[config.mk]
export PLATFORM = sky130hd
export DESIGN_NAME = cache_top
export DESIGN_NICKNAME = d
export VERILOG_FILES = /design/src/logic/cache_pkg.sv /design/src/logic/line_xfer_if.sv /design/src/logic/cache_tag_store.sv /design/src/logic/cache_data_store.sv /design/src/logic/line_transfer_engine.sv /design/src/logic/cache_controller.sv /design/src/logic/cache_top.sv
export SDC_FILE = /design/constraint.sdc
export NUM_CORES = 1
export LEC_CHECK = 0
export BUFFER_PORTS_ARGS = -buffer_cell sky130_fd_sc_hd__buf_2
export CAP_MARGIN = 25
export CORE_ASPECT_RATIO = 1.25
export CORE_MARGIN = 1
export CORE_UTILIZATION = 25
export CTS_BUF_LIST = sky130_fd_sc_hd__clkbuf_4 sky130_fd_sc_hd__clkbuf_8 sky130_fd_sc_hd__clkbuf_16
export CTS_CLUSTER_DIAMETER = 120
export DETAILED_ROUTE_END_ITERATION = 6
export GPL_TIMING_DRIVEN = 0
export PLACE_DENSITY_LB_ADDON = 0.15
export SLEW_MARGIN = 40
export SYNTH_ARGS = -nofsm -noshare
export SYNTH_HDL_FRONTEND = slang
export SYNTH_SLANG_ARGS = --single-unit
[constraint.sdc]
create_clock -name clk -period 6.8 [get_ports clk]
set_clock_uncertainty 0.05 [all_clocks]
set_input_delay 1.36 -clock clk [delete_from_list [all_inputs] [get_ports clk]]
set_output_delay 1.36 -clock clk [all_outputs]
set_load 0.01 [all_outputs]
[src/logic/cache_pkg.sv]
`default_nettype none

package cache_pkg;

    // Address and data geometry
    parameter int ADDR_W         = 10;  // Byte address
    parameter int DATA_W         = 32;
    parameter int WORDS_PER_LINE = 4;
    parameter int WORD_SEL_W     = 2;   // Word inside a line
    parameter int BYTE_SEL_W     = 2;   // Byte inside a word

    // One LRU bit per set can only name one of two ways
    parameter int NUM_WAYS       = 2;

    typedef logic [ADDR_W-1:0] addr_t;
    typedef logic [DATA_W-1:0] word_t;

    // Whole word for word access, byte lanes for sb/lbu
    // Byte 0 is the least significant lane
    typedef union packed {
        word_t                          word;
        logic [DATA_W/8-1:0][7:0]       bytes;
    } cache_word_u;

    typedef logic way_t;

endpackage

`default_nettype wire

[src/logic/line_xfer_if.sv]
`timescale 1ns/1ps
`default_nettype none

interface line_xfer_if import cache_pkg::*; ();

    logic  start;             // One-cycle kick from the controller
    logic  writeback;         // Victim is valid and dirty
    addr_t victim_line_addr;  // Base of the line to write back
    addr_t fill_line_addr;    // Base of the line to refill
    way_t  way;               // Way being replaced
    logic  busy;
    logic  finish;            // Pulse once the last refill word is in

    modport ctrl (
        output start,
        output writeback,
        output victim_line_addr,
        output fill_line_addr,
        output way,
        input  busy,
        input  finish
    );

    modport engine (
        input  start,
        input  writeback,
        input  victim_line_addr,
        input  fill_line_addr,
        input  way,
        output busy,
        output finish
    );

endinterface

`default_nettype wire

[src/logic/cache_tag_store.sv]
`timescale 1ns/1ps
`default_nettype none

module cache_tag_store import cache_pkg::*; #(
    parameter  int SET_BITS = 1,
    localparam int TAG_W    = ADDR_W - SET_BITS - WORD_SEL_W - BYTE_SEL_W
) (
    input  wire logic             clk,
    input  wire logic             rst,
    input  wire addr_t            lookup_addr,
    input  wire logic             update_en,
    input  wire way_t             update_way,
    input  wire logic             update_dirty,
    input  wire logic             touch_en,
    output      logic             hit,
    output      way_t             hit_way,
    output      way_t             victim_way,
    output      logic             victim_valid,
    output      logic             victim_dirty,
    output      logic [TAG_W-1:0] victim_tag
);

    localparam int NUM_SETS = 1 << SET_BITS;
    localparam int OFF_W    = WORD_SEL_W + BYTE_SEL_W;

    logic [NUM_SETS-1:0][NUM_WAYS-1:0] valid_q;
    logic [NUM_SETS-1:0][NUM_WAYS-1:0] dirty_q;
    logic [NUM_SETS-1:0]               lru_q;      // Names the least recently used way
    logic [TAG_W-1:0]                  tag_q [NUM_SETS][NUM_WAYS];

    logic [SET_BITS-1:0] set_idx;
    logic [TAG_W-1:0]    lookup_tag;
    logic [NUM_WAYS-1:0] way_hit;

    assign set_idx    = lookup_addr[OFF_W +: SET_BITS];
    assign lookup_tag = lookup_addr[ADDR_W-1 -: TAG_W];

    // Both ways compared in parallel
    always_comb begin
        for (int w = 0; w < NUM_WAYS; w++) begin
            way_hit[w] = valid_q[set_idx][w] && (tag_q[set_idx][w] == lookup_tag);
        end
    end

    assign hit          = |way_hit;
    assign hit_way      = way_hit[1];
    assign victim_way   = lru_q[set_idx];
    assign victim_valid = valid_q[set_idx][victim_way];
    assign victim_dirty = dirty_q[set_idx][victim_way];
    assign victim_tag   = tag_q[set_idx][victim_way];

    always_ff @(posedge clk) begin
        if (rst) begin
            valid_q <= '0;
            dirty_q <= '0;
            lru_q   <= '0;
        end else begin
            if (update_en) begin                 // Line install after refill
                valid_q[set_idx][update_way] <= 1'b1;
                dirty_q[set_idx][update_way] <= update_dirty;
            end else if (touch_en && update_dirty) begin
                dirty_q[set_idx][update_way] <= 1'b1;  // Store hit
            end
            if (update_en || touch_en) begin
                lru_q[set_idx] <= ~update_way;   // Point away from the accessed way
            end
        end
    end

    always_ff @(posedge clk) begin
        if (update_en) begin
            tag_q[set_idx][update_way] <= lookup_tag;
        end
    end

endmodule

`default_nettype wire

[src/logic/cache_data_store.sv]
`timescale 1ns/1ps
`default_nettype none

module cache_data_store import cache_pkg::*; #(
    parameter int SET_BITS = 1
) (
    input  wire logic                  clk,
    // CPU side, used for hits and the store merge
    input  wire addr_t                 cpu_addr,
    input  wire way_t                  cpu_way,
    input  wire logic                  cpu_we,
    input  wire logic                  cpu_byte,
    input  wire word_t                 cpu_wdata,
    // Line transfer side
    input  wire logic [SET_BITS-1:0]   fill_set,
    input  wire logic [WORD_SEL_W-1:0] fill_word,
    input  wire way_t                  fill_way,
    input  wire logic                  fill_we,
    input  wire word_t                 fill_wdata,
    output      word_t                 hit_word_a,
    output      word_t                 hit_word_b,
    output      word_t                 fill_rdata
);

    localparam int NUM_SETS = 1 << SET_BITS;
    localparam int OFF_W    = WORD_SEL_W + BYTE_SEL_W;

    cache_word_u mem_q [NUM_SETS][NUM_WAYS][WORDS_PER_LINE];

    logic [SET_BITS-1:0]   cpu_set;
    logic [WORD_SEL_W-1:0] cpu_word;
    logic [BYTE_SEL_W-1:0] cpu_lane;

    assign cpu_set  = cpu_addr[OFF_W +: SET_BITS];
    assign cpu_word = cpu_addr[BYTE_SEL_W +: WORD_SEL_W];
    assign cpu_lane = cpu_addr[BYTE_SEL_W-1:0];

    // The two ports never write in the same cycle
    always_ff @(posedge clk) begin
        if (fill_we) begin
            mem_q[fill_set][fill_way][fill_word].word <= fill_wdata;
        end else if (cpu_we) begin
            if (cpu_byte) begin
                mem_q[cpu_set][cpu_way][cpu_word].bytes[cpu_lane] <= cpu_wdata[7:0];
            end else begin
                mem_q[cpu_set][cpu_way][cpu_word].word <= cpu_wdata;
            end
        end
    end

    // Both ways read out, the controller picks one
    assign hit_word_a = mem_q[cpu_set][0][cpu_word].word;
    assign hit_word_b = mem_q[cpu_set][1][cpu_word].word;

    assign fill_rdata = mem_q[fill_set][fill_way][fill_word].word;  // Write-back source

endmodule

`default_nettype wire

[src/logic/line_transfer_engine.sv]
`timescale 1ns/1ps
`default_nettype none

module line_transfer_engine import cache_pkg::*; #(
    parameter int SET_BITS = 1
) (
    input  wire logic                  clk,
    input  wire logic                  rst,
    line_xfer_if.engine                xfer,
    // Memory port
    input  wire logic                  mem_req_ready,
    input  wire logic                  mem_resp_valid,
    input  wire word_t                 mem_resp_data,
    output      logic                  mem_req_valid,
    output      logic                  mem_req_write,
    output      addr_t                 mem_req_addr,
    output      word_t                 mem_req_wdata,
    // Data store line port
    input  wire word_t                 fill_rdata,
    output      logic [SET_BITS-1:0]   fill_set,
    output      logic [WORD_SEL_W-1:0] fill_word,
    output      way_t                  fill_way,
    output      logic                  fill_we,
    output      word_t                 fill_wdata
);

    localparam int OFF_W = WORD_SEL_W + BYTE_SEL_W;
    localparam logic [WORD_SEL_W-1:0] LAST_BEAT = WORD_SEL_W'(WORDS_PER_LINE - 1);

    localparam logic [1:0] S_IDLE      = 2'd0;
    localparam logic [1:0] S_WRITE     = 2'd1;  // Victim write-back beats
    localparam logic [1:0] S_READ_REQ  = 2'd2;
    localparam logic [1:0] S_READ_WAIT = 2'd3;  // One read outstanding

    logic [1:0]            state_q;
    logic [WORD_SEL_W-1:0] beat_q;
    logic                  finish_q;
    addr_t                 line_base;

    always_ff @(posedge clk) begin
        if (rst) begin
            state_q  <= S_IDLE;
            beat_q   <= '0;
            finish_q <= 1'b0;
        end else begin
            finish_q <= 1'b0;
            case (state_q)
                S_IDLE: begin
                    if (xfer.start) begin
                        state_q <= xfer.writeback ? S_WRITE : S_READ_REQ;
                        beat_q  <= '0;
                    end
                end
                S_WRITE: begin
                    if (mem_req_ready) begin
                        beat_q <= beat_q + 1'b1;   // Wraps to 0 for the refill
                        if (beat_q == LAST_BEAT) begin
                            state_q <= S_READ_REQ;
                        end
                    end
                end
                S_READ_REQ: begin
                    if (mem_req_ready) begin
                        state_q <= S_READ_WAIT;
                    end
                end
                default: begin
                    if (mem_resp_valid) begin
                        beat_q <= beat_q + 1'b1;
                        if (beat_q == LAST_BEAT) begin
                            state_q  <= S_IDLE;
                            finish_q <= 1'b1;
                        end else begin
                            state_q <= S_READ_REQ;
                        end
                    end
                end
            endcase
        end
    end

    assign line_base = (state_q == S_WRITE) ? xfer.victim_line_addr : xfer.fill_line_addr;

    assign mem_req_valid = (state_q == S_WRITE) || (state_q == S_READ_REQ);
    assign mem_req_write = (state_q == S_WRITE);
    assign mem_req_addr  = {line_base[ADDR_W-1:OFF_W], beat_q, {BYTE_SEL_W{1'b0}}};
    assign mem_req_wdata = fill_rdata;

    // Victim and refill line share the set
    assign fill_set   = xfer.fill_line_addr[OFF_W +: SET_BITS];
    assign fill_word  = beat_q;
    assign fill_way   = xfer.way;
    assign fill_we    = (state_q == S_READ_WAIT) && mem_resp_valid;
    assign fill_wdata = mem_resp_data;

    assign xfer.busy   = (state_q != S_IDLE);
    assign xfer.finish = finish_q;

endmodule

`default_nettype wire

[src/logic/cache_controller.sv]
`timescale 1ns/1ps
`default_nettype none

module cache_controller import cache_pkg::*; #(
    parameter  int SET_BITS = 1,
    localparam int TAG_W    = ADDR_W - SET_BITS - WORD_SEL_W - BYTE_SEL_W
) (
    input  wire logic             clk,
    input  wire logic             rst,
    // CPU request and response
    input  wire logic             req_valid,
    input  wire logic             req_write,
    input  wire logic             req_byte,
    input  wire addr_t            req_addr,
    input  wire word_t            req_wdata,
    output      logic             req_ready,
    output      logic             resp_valid,
    output      logic             resp_hit,
    output      word_t            resp_rdata,
    // Tag store
    input  wire logic             hit,
    input  wire way_t             hit_way,
    input  wire way_t             victim_way,
    input  wire logic             victim_valid,
    input  wire logic             victim_dirty,
    input  wire logic [TAG_W-1:0] victim_tag,
    output      addr_t            lookup_addr,
    output      logic             update_en,
    output      way_t             update_way,
    output      logic             update_dirty,
    output      logic             touch_en,
    // Data store CPU port
    input  wire word_t            hit_word_a,
    input  wire word_t            hit_word_b,
    output      addr_t            cpu_addr,
    output      way_t             cpu_way,
    output      logic             cpu_we,
    output      logic             cpu_byte,
    output      word_t            cpu_wdata,
    line_xfer_if.ctrl             xfer
);

    localparam int OFF_W = WORD_SEL_W + BYTE_SEL_W;

    localparam logic [1:0] S_IDLE    = 2'd0;
    localparam logic [1:0] S_LOOKUP  = 2'd1;
    localparam logic [1:0] S_REFILL  = 2'd2;
    localparam logic [1:0] S_RESPOND = 2'd3;

    logic [1:0]  state_q;
    logic        start_q;
    addr_t       addr_q;
    logic        write_q;
    logic        byte_q;
    word_t       wdata_q;
    logic        hit_q;
    way_t        way_q;       // Hit way, or the way being replaced
    logic        wb_q;
    addr_t       victim_base_q;
    logic        lookup_st;
    logic        merge_st;    // Refill just finished
    cache_word_u rd_word;

    always_ff @(posedge clk) begin
        if (rst) begin
            state_q <= S_IDLE;
            start_q <= 1'b0;
        end else begin
            start_q <= lookup_st && !hit;
            case (state_q)
                S_IDLE:    if (req_valid && req_ready) state_q <= S_LOOKUP;
                S_LOOKUP:  state_q <= hit ? S_RESPOND : S_REFILL;
                S_REFILL:  if (xfer.finish) state_q <= S_RESPOND;
                default:   state_q <= S_IDLE;
            endcase
        end
    end

    always_ff @(posedge clk) begin
        if (req_valid && req_ready) begin
            addr_q  <= req_addr;
            write_q <= req_write;
            byte_q  <= req_byte;
            wdata_q <= req_wdata;
        end
        if (lookup_st) begin
            hit_q         <= hit;
            way_q         <= hit ? hit_way : victim_way;
            wb_q          <= victim_valid && victim_dirty;
            victim_base_q <= {victim_tag, addr_q[OFF_W +: SET_BITS], {OFF_W{1'b0}}};
        end
    end

    assign lookup_st = (state_q == S_LOOKUP);
    assign merge_st  = (state_q == S_REFILL) && xfer.finish;
    assign req_ready = (state_q == S_IDLE) && !xfer.busy;

    assign lookup_addr  = addr_q;
    assign touch_en     = lookup_st && hit;
    assign update_en    = merge_st;              // Tag install
    assign update_way   = lookup_st ? hit_way : way_q;
    assign update_dirty = write_q;

    // Store on a hit, or merge into the refilled line
    assign cpu_addr  = addr_q;
    assign cpu_way   = lookup_st ? hit_way : way_q;
    assign cpu_we    = write_q && (touch_en || merge_st);
    assign cpu_byte  = byte_q;
    assign cpu_wdata = wdata_q;

    assign xfer.start            = start_q;
    assign xfer.writeback        = wb_q;
    assign xfer.victim_line_addr = victim_base_q;
    assign xfer.fill_line_addr   = {addr_q[ADDR_W-1:OFF_W], {OFF_W{1'b0}}};
    assign xfer.way              = way_q;

    assign rd_word    = cache_word_u'(way_q ? hit_word_b : hit_word_a);
    assign resp_valid = (state_q == S_RESPOND);
    assign resp_hit   = hit_q;
    assign resp_rdata = write_q ? '0 :
                        byte_q  ? {{(DATA_W-8){1'b0}}, rd_word.bytes[addr_q[BYTE_SEL_W-1:0]]} :
                                  rd_word.word;   // lbu zero-extends

endmodule

`default_nettype wire

[src/logic/cache_top.sv]
`timescale 1ns/1ps
`default_nettype none

module cache_top import cache_pkg::*; #(
    parameter  int SET_BITS = 1,
    localparam int TAG_W    = ADDR_W - SET_BITS - WORD_SEL_W - BYTE_SEL_W
) (
    input  wire logic  clk,
    input  wire logic  rst,
    // CPU side
    input  wire logic  req_valid,
    input  wire logic  req_write,
    input  wire logic  req_byte,
    input  wire addr_t req_addr,
    input  wire word_t req_wdata,
    output      logic  req_ready,
    output      logic  resp_valid,
    output      logic  resp_hit,
    output      word_t resp_rdata,
    // Main memory side
    input  wire logic  mem_req_ready,
    input  wire logic  mem_resp_valid,
    input  wire word_t mem_resp_data,
    output      logic  mem_req_valid,
    output      logic  mem_req_write,
    output      addr_t mem_req_addr,
    output      word_t mem_req_wdata
);

    line_xfer_if xfer ();

    addr_t                 lookup_addr;
    logic                  update_en;
    way_t                  update_way;
    logic                  update_dirty;
    logic                  touch_en;
    logic                  hit;
    way_t                  hit_way;
    way_t                  victim_way;
    logic                  victim_valid;
    logic                  victim_dirty;
    logic [TAG_W-1:0]      victim_tag;
    addr_t                 cpu_addr;
    way_t                  cpu_way;
    logic                  cpu_we;
    logic                  cpu_byte;
    word_t                 cpu_wdata;
    word_t                 hit_word_a;
    word_t                 hit_word_b;
    logic [SET_BITS-1:0]   fill_set;
    logic [WORD_SEL_W-1:0] fill_word;
    way_t                  fill_way;
    logic                  fill_we;
    word_t                 fill_wdata;
    word_t                 fill_rdata;

    cache_controller #(.SET_BITS(SET_BITS)) u_ctrl (
        .clk, .rst,
        .req_valid, .req_write, .req_byte, .req_addr, .req_wdata,
        .req_ready, .resp_valid, .resp_hit, .resp_rdata,
        .hit, .hit_way, .victim_way, .victim_valid, .victim_dirty, .victim_tag,
        .lookup_addr, .update_en, .update_way, .update_dirty, .touch_en,
        .hit_word_a, .hit_word_b,
        .cpu_addr, .cpu_way, .cpu_we, .cpu_byte, .cpu_wdata,
        .xfer (xfer.ctrl)
    );

    line_transfer_engine #(.SET_BITS(SET_BITS)) u_engine (
        .clk, .rst,
        .xfer (xfer.engine),
        .mem_req_ready, .mem_resp_valid, .mem_resp_data,
        .mem_req_valid, .mem_req_write, .mem_req_addr, .mem_req_wdata,
        .fill_rdata, .fill_set, .fill_word, .fill_way, .fill_we, .fill_wdata
    );

    cache_tag_store #(.SET_BITS(SET_BITS)) u_tags (
        .clk, .rst,
        .lookup_addr, .update_en, .update_way, .update_dirty, .touch_en,
        .hit, .hit_way, .victim_way, .victim_valid, .victim_dirty, .victim_tag
    );

    cache_data_store #(.SET_BITS(SET_BITS)) u_data (
        .clk,
        .cpu_addr, .cpu_way, .cpu_we, .cpu_byte, .cpu_wdata,
        .fill_set, .fill_word, .fill_way, .fill_we, .fill_wdata,
        .hit_word_a, .hit_word_b, .fill_rdata
    );

endmodule

`default_nettype wire

Word level (Yosys, flattened, before mapping)
Memory sizes are Yosys's and may differ from the RTL's. A register that Yosys moved wholly into a read port is not among the register bits.
Index checks and enable logic that the tools add are counted.
Widths: inputs -> output; s select.
{"block": "classes", "mux": 602, "magnitude_cmp": 16, "eq_ne": 15, "addsub": 1, "reduce_logical": 33, "bitwise_logic": 522}
{"cell": "$mux 128", "n": 6}
{"cell": "$mux 256", "n": 3}
{"cell": "$mux 1", "n": 534}
{"cell": "$or 1x1->1", "n": 512}
{"cell": "$demux 128 s1", "n": 3}
{"cell": "$mux 32", "n": 12}
{"cell": "$bmux 32 s2", "n": 3}
{"cell": "$demux 32 s2", "n": 3}
{"cell": "$mux 2", "n": 17}
{"cell": "$mux 10", "n": 2}
{"cell": "$mux 5", "n": 4}
{"cell": "$logic_and 1x1->1", "n": 18}
{"cell": "$pmux 2 s3", "n": 3}
{"cell": "$bmux 8 s2", "n": 1}
{"cell": "$demux 8 s2", "n": 1}
{"cell": "$mux 8", "n": 2}
{"cell": "$eq 2x2->1 const B", "n": 5}
{"cell": "$eq 5x5->1", "n": 2}
{"cell": "$mux 4", "n": 2}
{"cell": "$or 4x4->4", "n": 2}
{"cell": "$ge 2x2->1 const B", "n": 3}
{"cell": "$ge 3x3->1 const B", "n": 2}
{"cell": "$lt 1x2->1 const B", "n": 3}
{"cell": "$lt 3x1->1 const B", "n": 2}
{"cell": "27 further kinds", "n": 44}
{"block": "word_totals", "input_bits": 81, "memories": 2, "ff_bits": 71, "mem_bits_rw": 532, "out_inout_bits": 79}
{"memory": "u_data.mem_q", "words": 2, "width": 256, "read_ports": 1, "rd_ports_with_merged_regs": 1, "write_ports": 1, "line": "cache_data_store.sv:28", "source": "cache_word_u mem_q [NUM_SETS][NUM_WAYS][WORDS_PER_LINE];"}
{"memory": "u_tags.tag_q", "words": 2, "width": 10, "read_ports": 1, "rd_ports_with_merged_regs": 1, "write_ports": 1, "line": "cache_tag_store.sv:29", "source": "logic [TAG_W-1:0] tag_q [NUM_SETS][NUM_WAYS];"}

Logic depth before layout (Yosys ltp)
{"block": "depth", "ltp_word": 13, "depth_mapped": 11, "depth_no_buf": 8}

Modules after synthesis
A second synthesis with hierarchy kept.
{"block": "unflattened", "cells_unflattened": 2243, "area_unflattened_um2": 32364.8}
{"module": "cache_data_store", "cells_each": 1769, "area_each_um2": 26948.3, "instances": 1}
{"module": "cache_controller", "cells_each": 220, "area_each_um2": 2929.1, "instances": 1}
{"module": "cache_tag_store", "cells_each": 132, "area_each_um2": 1498.9, "instances": 1}
{"module": "line_transfer_engine", "cells_each": 122, "area_each_um2": 988.4, "instances": 1}

Worst setup path before layout
Ideal clock, no wire load.
{"block": "synth_path", "path_type": "register -> output", "from": "register (tool-made name)", "to": "output port resp_rdata[7]", "n_path_buf": 4, "arrival_time_ns": 2.440, "path_stages_with_launch": 10, "path_slack_ns": 2.950, "cell_sequence": "dfxtp_1 buf_6 buf_6 buf_2 buf_2 mux4_2 a221oi_1 o221ai_1 a22oi_1 nor2_1"}
{"element": "end, declared", "line": "cache_top.sv:19", "source": "output word_t resp_rdata,"}

Worst setup path after layout
{"block": "layout_path", "from": "register u_ctrl.way_q (netlist: u_ctrl.xfer.way)", "to": "output port resp_rdata[1]"}
{"block": "layout_via", "elab_chain_len": 5}
{"element": "start, declared", "line": "cache_controller.sv:57", "source": "way_t way_q;"}
{"element": "start signal, assigned", "line": "cache_controller.sv:88", "source": "way_q <= hit ? hit_way : victim_way;"}
{"element": "$mux 32 *", "line": "cache_controller.sv:117", "source": "assign rd_word = cache_word_u'(way_q ? hit_word_b : hit_word_a);"}
{"element": "$bmux 8 s2", "line": "cache_controller.sv:121", "source": "byte_q ? {{(DATA_W-8){1'b0}}, rd_word.bytes[addr_q[BYTE_SEL_W-1:0]]} :"}
{"element": "$mux 8 (not written as such)", "line": "cache_controller.sv:121"}
{"element": "$mux 32 *", "line": "cache_controller.sv:121"}
{"element": "$mux 32 *", "line": "cache_controller.sv:120", "source": "assign resp_rdata = write_q ? '0 :"}
Every way passes the cells marked *; elsewhere a longest branch is shown, timed or not. The select of a mux whose other input is x is not followed.

==> out/qor.yml <==
vias_per_cell: 5.22
grt_max_degree: 35
postRouteAntennaNets: 0
drc_errors: 20
setup_viol: 0
period_minus_slack_ps: 6170
ff2ff_path_depth: 7
whs_path_depth: 2
p_leak_nw: 10.5
worstPathArrival_ps: 4760
finalHoldViolations: 0
synthFlopType: "edfxtp_1"
wirelength_um: 108000
path_class: "reg -> out"
dieArea_um2: 114000
ys_async_sr_fraction_pct: 0
synthCells: 1617
clock-sinks: 604
maxCapViolCount: 0
drive_above_1_share_pct: 36.0
vdd_ir_drop_max_uv: 152
clk_latency_ps: 640
status: "finished with violations"
path_clk_slew_ps: 60
rsz0062_at_grt: "no"
relSlewSlack_pct: 36.7
grtUsageTotal_pct: 18.9
syn_area_um2: 28100
post_cts_resize_count: 0
drt_iter0_drc: 1645
grt_pass1_wl_um: 148000
postSynthAreaPerCell_um2: 17.4
holdBufCountCts: 0
synth_seq_area_share_pct: 63.9
fin_cells: 3365
power_density_nw_per_um2: 372
setup_ws_ps: 627
end_kind: "output port"
die_w_um: 302
nNetsFinal: 1941
core-area_um2: 111000
timing.setup.tns_ps: 0
fmax_ghz: 0.162
start_util_pct: 25.2
fin_crit_sh_pct: 90.8
dp_slack_ps: 1380
cts_tree: "yes"
h-tree-depth: 3
tightestPinTransition_ps: 949
port_buffers: 133
required_ps: 5390
min_path_type: "reg -> reg"
yosys_warnings: 0
cts_setup_buffers: 0
drtPass1Iterations: 7
clockBufferDepth: 3
violations: "DRC"
globalplace.congestion: 0.846
die_h_um: 377
synth_edf_count: 585
cts_buffers: 73
vias: 17600
wl_per_cell_um: 32.2
io_pins: 160
r2r_setup_slack_ps: 2300
rows: 137
post_synth_num_cell_types: 62
whs_ps: 442
antenna_found_initial: 4
finalPower_mw: 12.4
synth_seq_cells: 604
final-max-slew-violation-count: 0
overflow: 0
root_buffer: "clkbuf_16"
critPathLaunchType: "flip-flop"
dp_hpwl_um: 79200
dp.cells: 3231
grt_pass1_vias: 18100
crit_fanout: 10
synthToLayoutAreaGrowth_pct: 19.0
critical path, cell delays in order, from the launching register on:
cell      delay [ps]
edfxtp_1         330
clkbuf_1         480
clkbuf_2         510
clkbuf_1         710
mux4_2           440
a221oi_1         780
o211ai_1         320
a22oi_1          220
nor2_1           120
buf_2            200
cells in the final DEF (no fill, tap or decap), drive strengths merged, types with 12 or more instances in the layout:
| cell type | Yosys | final |
|---|---|---|
| a21boi | 19 | 19 |
| a21oi | 33 | 33 |
| a22oi | 24 | 24 |
| buf | 65 | 219 |
| clkbuf | 71 | 175 |
| clkinv | 1 | 21 |
| dfxtp | 19 | 19 |
| edfxtp | 585 | 585 |
| ha | 13 | 13 |
| inv | 11 | 14 |
| mux2 | 71 | 71 |
| mux2i | 19 | 19 |
| mux4 | 181 | 181 |
| nand2 | 50 | 50 |
| nand2b | 12 | 12 |
| nor2 | 74 | 74 |
| nor2b | 13 | 13 |
| o21a | 16 | 16 |
| o21ba | 17 | 17 |
| o22a | 216 | 216 |
sequential cells by signal (all words and copies together), names as in the netlist, named ones only:
name,cells
u_ctrl.cpu_addr,10
u_ctrl.cpu_byte,1
u_ctrl.cpu_wdata,32
u_ctrl.resp_hit,1
u_ctrl.state_q,2
u_ctrl.update_dirty,1
u_ctrl.xfer.start,1
u_ctrl.xfer.victim_line_addr,6
u_ctrl.xfer.way,1
u_ctrl.xfer.writeback,1
u_data.mem_q,512
u_engine.fill_word,2
u_engine.state_q,2
u_engine.xfer.finish,1
u_tags.dirty_q,4
u_tags.lru_q,2
u_tags.tag_q,20
u_tags.valid_q,4
per-stage QoR:
step,instance area (µm²),util [%]
5_1_grt,33400,30.0
6_report,33400,30.0
3_3_place_gp,30600,27.4
4_1_cts,33400,30.0
2_1_floorplan,28100,-
3_5_place_dp,31000,27.8
layer usage:
metal	GRT usage, %	vias to the layer above	part of all wire, %	wire [µm]
met5	0	-	0.0083	9
met4	6.35	2	2.9	3150
met3	3.38	125	6.6	7110
met2	31.4	726	49	53200
met1	24.7	9485	41	44700
li1	-	7218	-	-
power by group:
group	internal [mW]	switching [mW]	leakage (nW)
Sequential	4.25	0.116	5.43
Clock	2.37	1.58	1.21
Combinational	1.50	2.63	3.84
Total	8.12	4.32	10.5
cells by family after synthesis:
group                    share of synthesized area, %
other                                          0.0134
AO/OA/AOI/OAI                                    11.1
XOR/XNOR                                        0.312
adder cells (fa/ha/maj)                         0.579
flip-flops                                       63.9
AND/OR/NAND/NOR                                  3.86
buffers and inverters                            2.21
multiplexers                                     18.0
synthesized netlist by cell type (19+ instances only):
cell type    n  share of area, %
nand2_1     50              0.67
mux2i_1     19              0.68
mux2_2      65               2.6
mux4_2     181                15
nor2_1      52              0.69
buf_2       23              0.41
o22a_1     216               6.7
a22oi_1     24              0.64
buf_1       34              0.45
dfxtp_1     19               1.4
a21oi_1     33              0.59
clkbuf_1    71              0.95
edfxtp_1   585                63
cell type report:
cell class | instances | area, µm²
Sequential cell | 604 | 17900
Antenna cell | 2 | 5.00
Clock inverter | 28 | 238
Timing Repair Buffer | 154 | 838
Clock buffer | 104 | 2170
Inverter | 12 | 45.0
Fill cell | 11000 | 78000
Multi-Input combinational cell | 866 | 9730
Buffer | 136 | 621
Tap cell | 1459 | 1830
path summary, 6_finish.rpt:
kind / startpoint / endpoint
worst min-delay path: u_tags.dirty_q[2] / u_tags.dirty_q[2]
worst max-delay path: u_ctrl.xfer.way / resp_rdata[1]
worst min register to register: u_tags.dirty_q[2] / u_tags.dirty_q[2]
worst max register to register: u_ctrl.cpu_addr[3] / u_data.mem_q[1][139]
No activity file was read; power rests on OpenSTA's default activity.
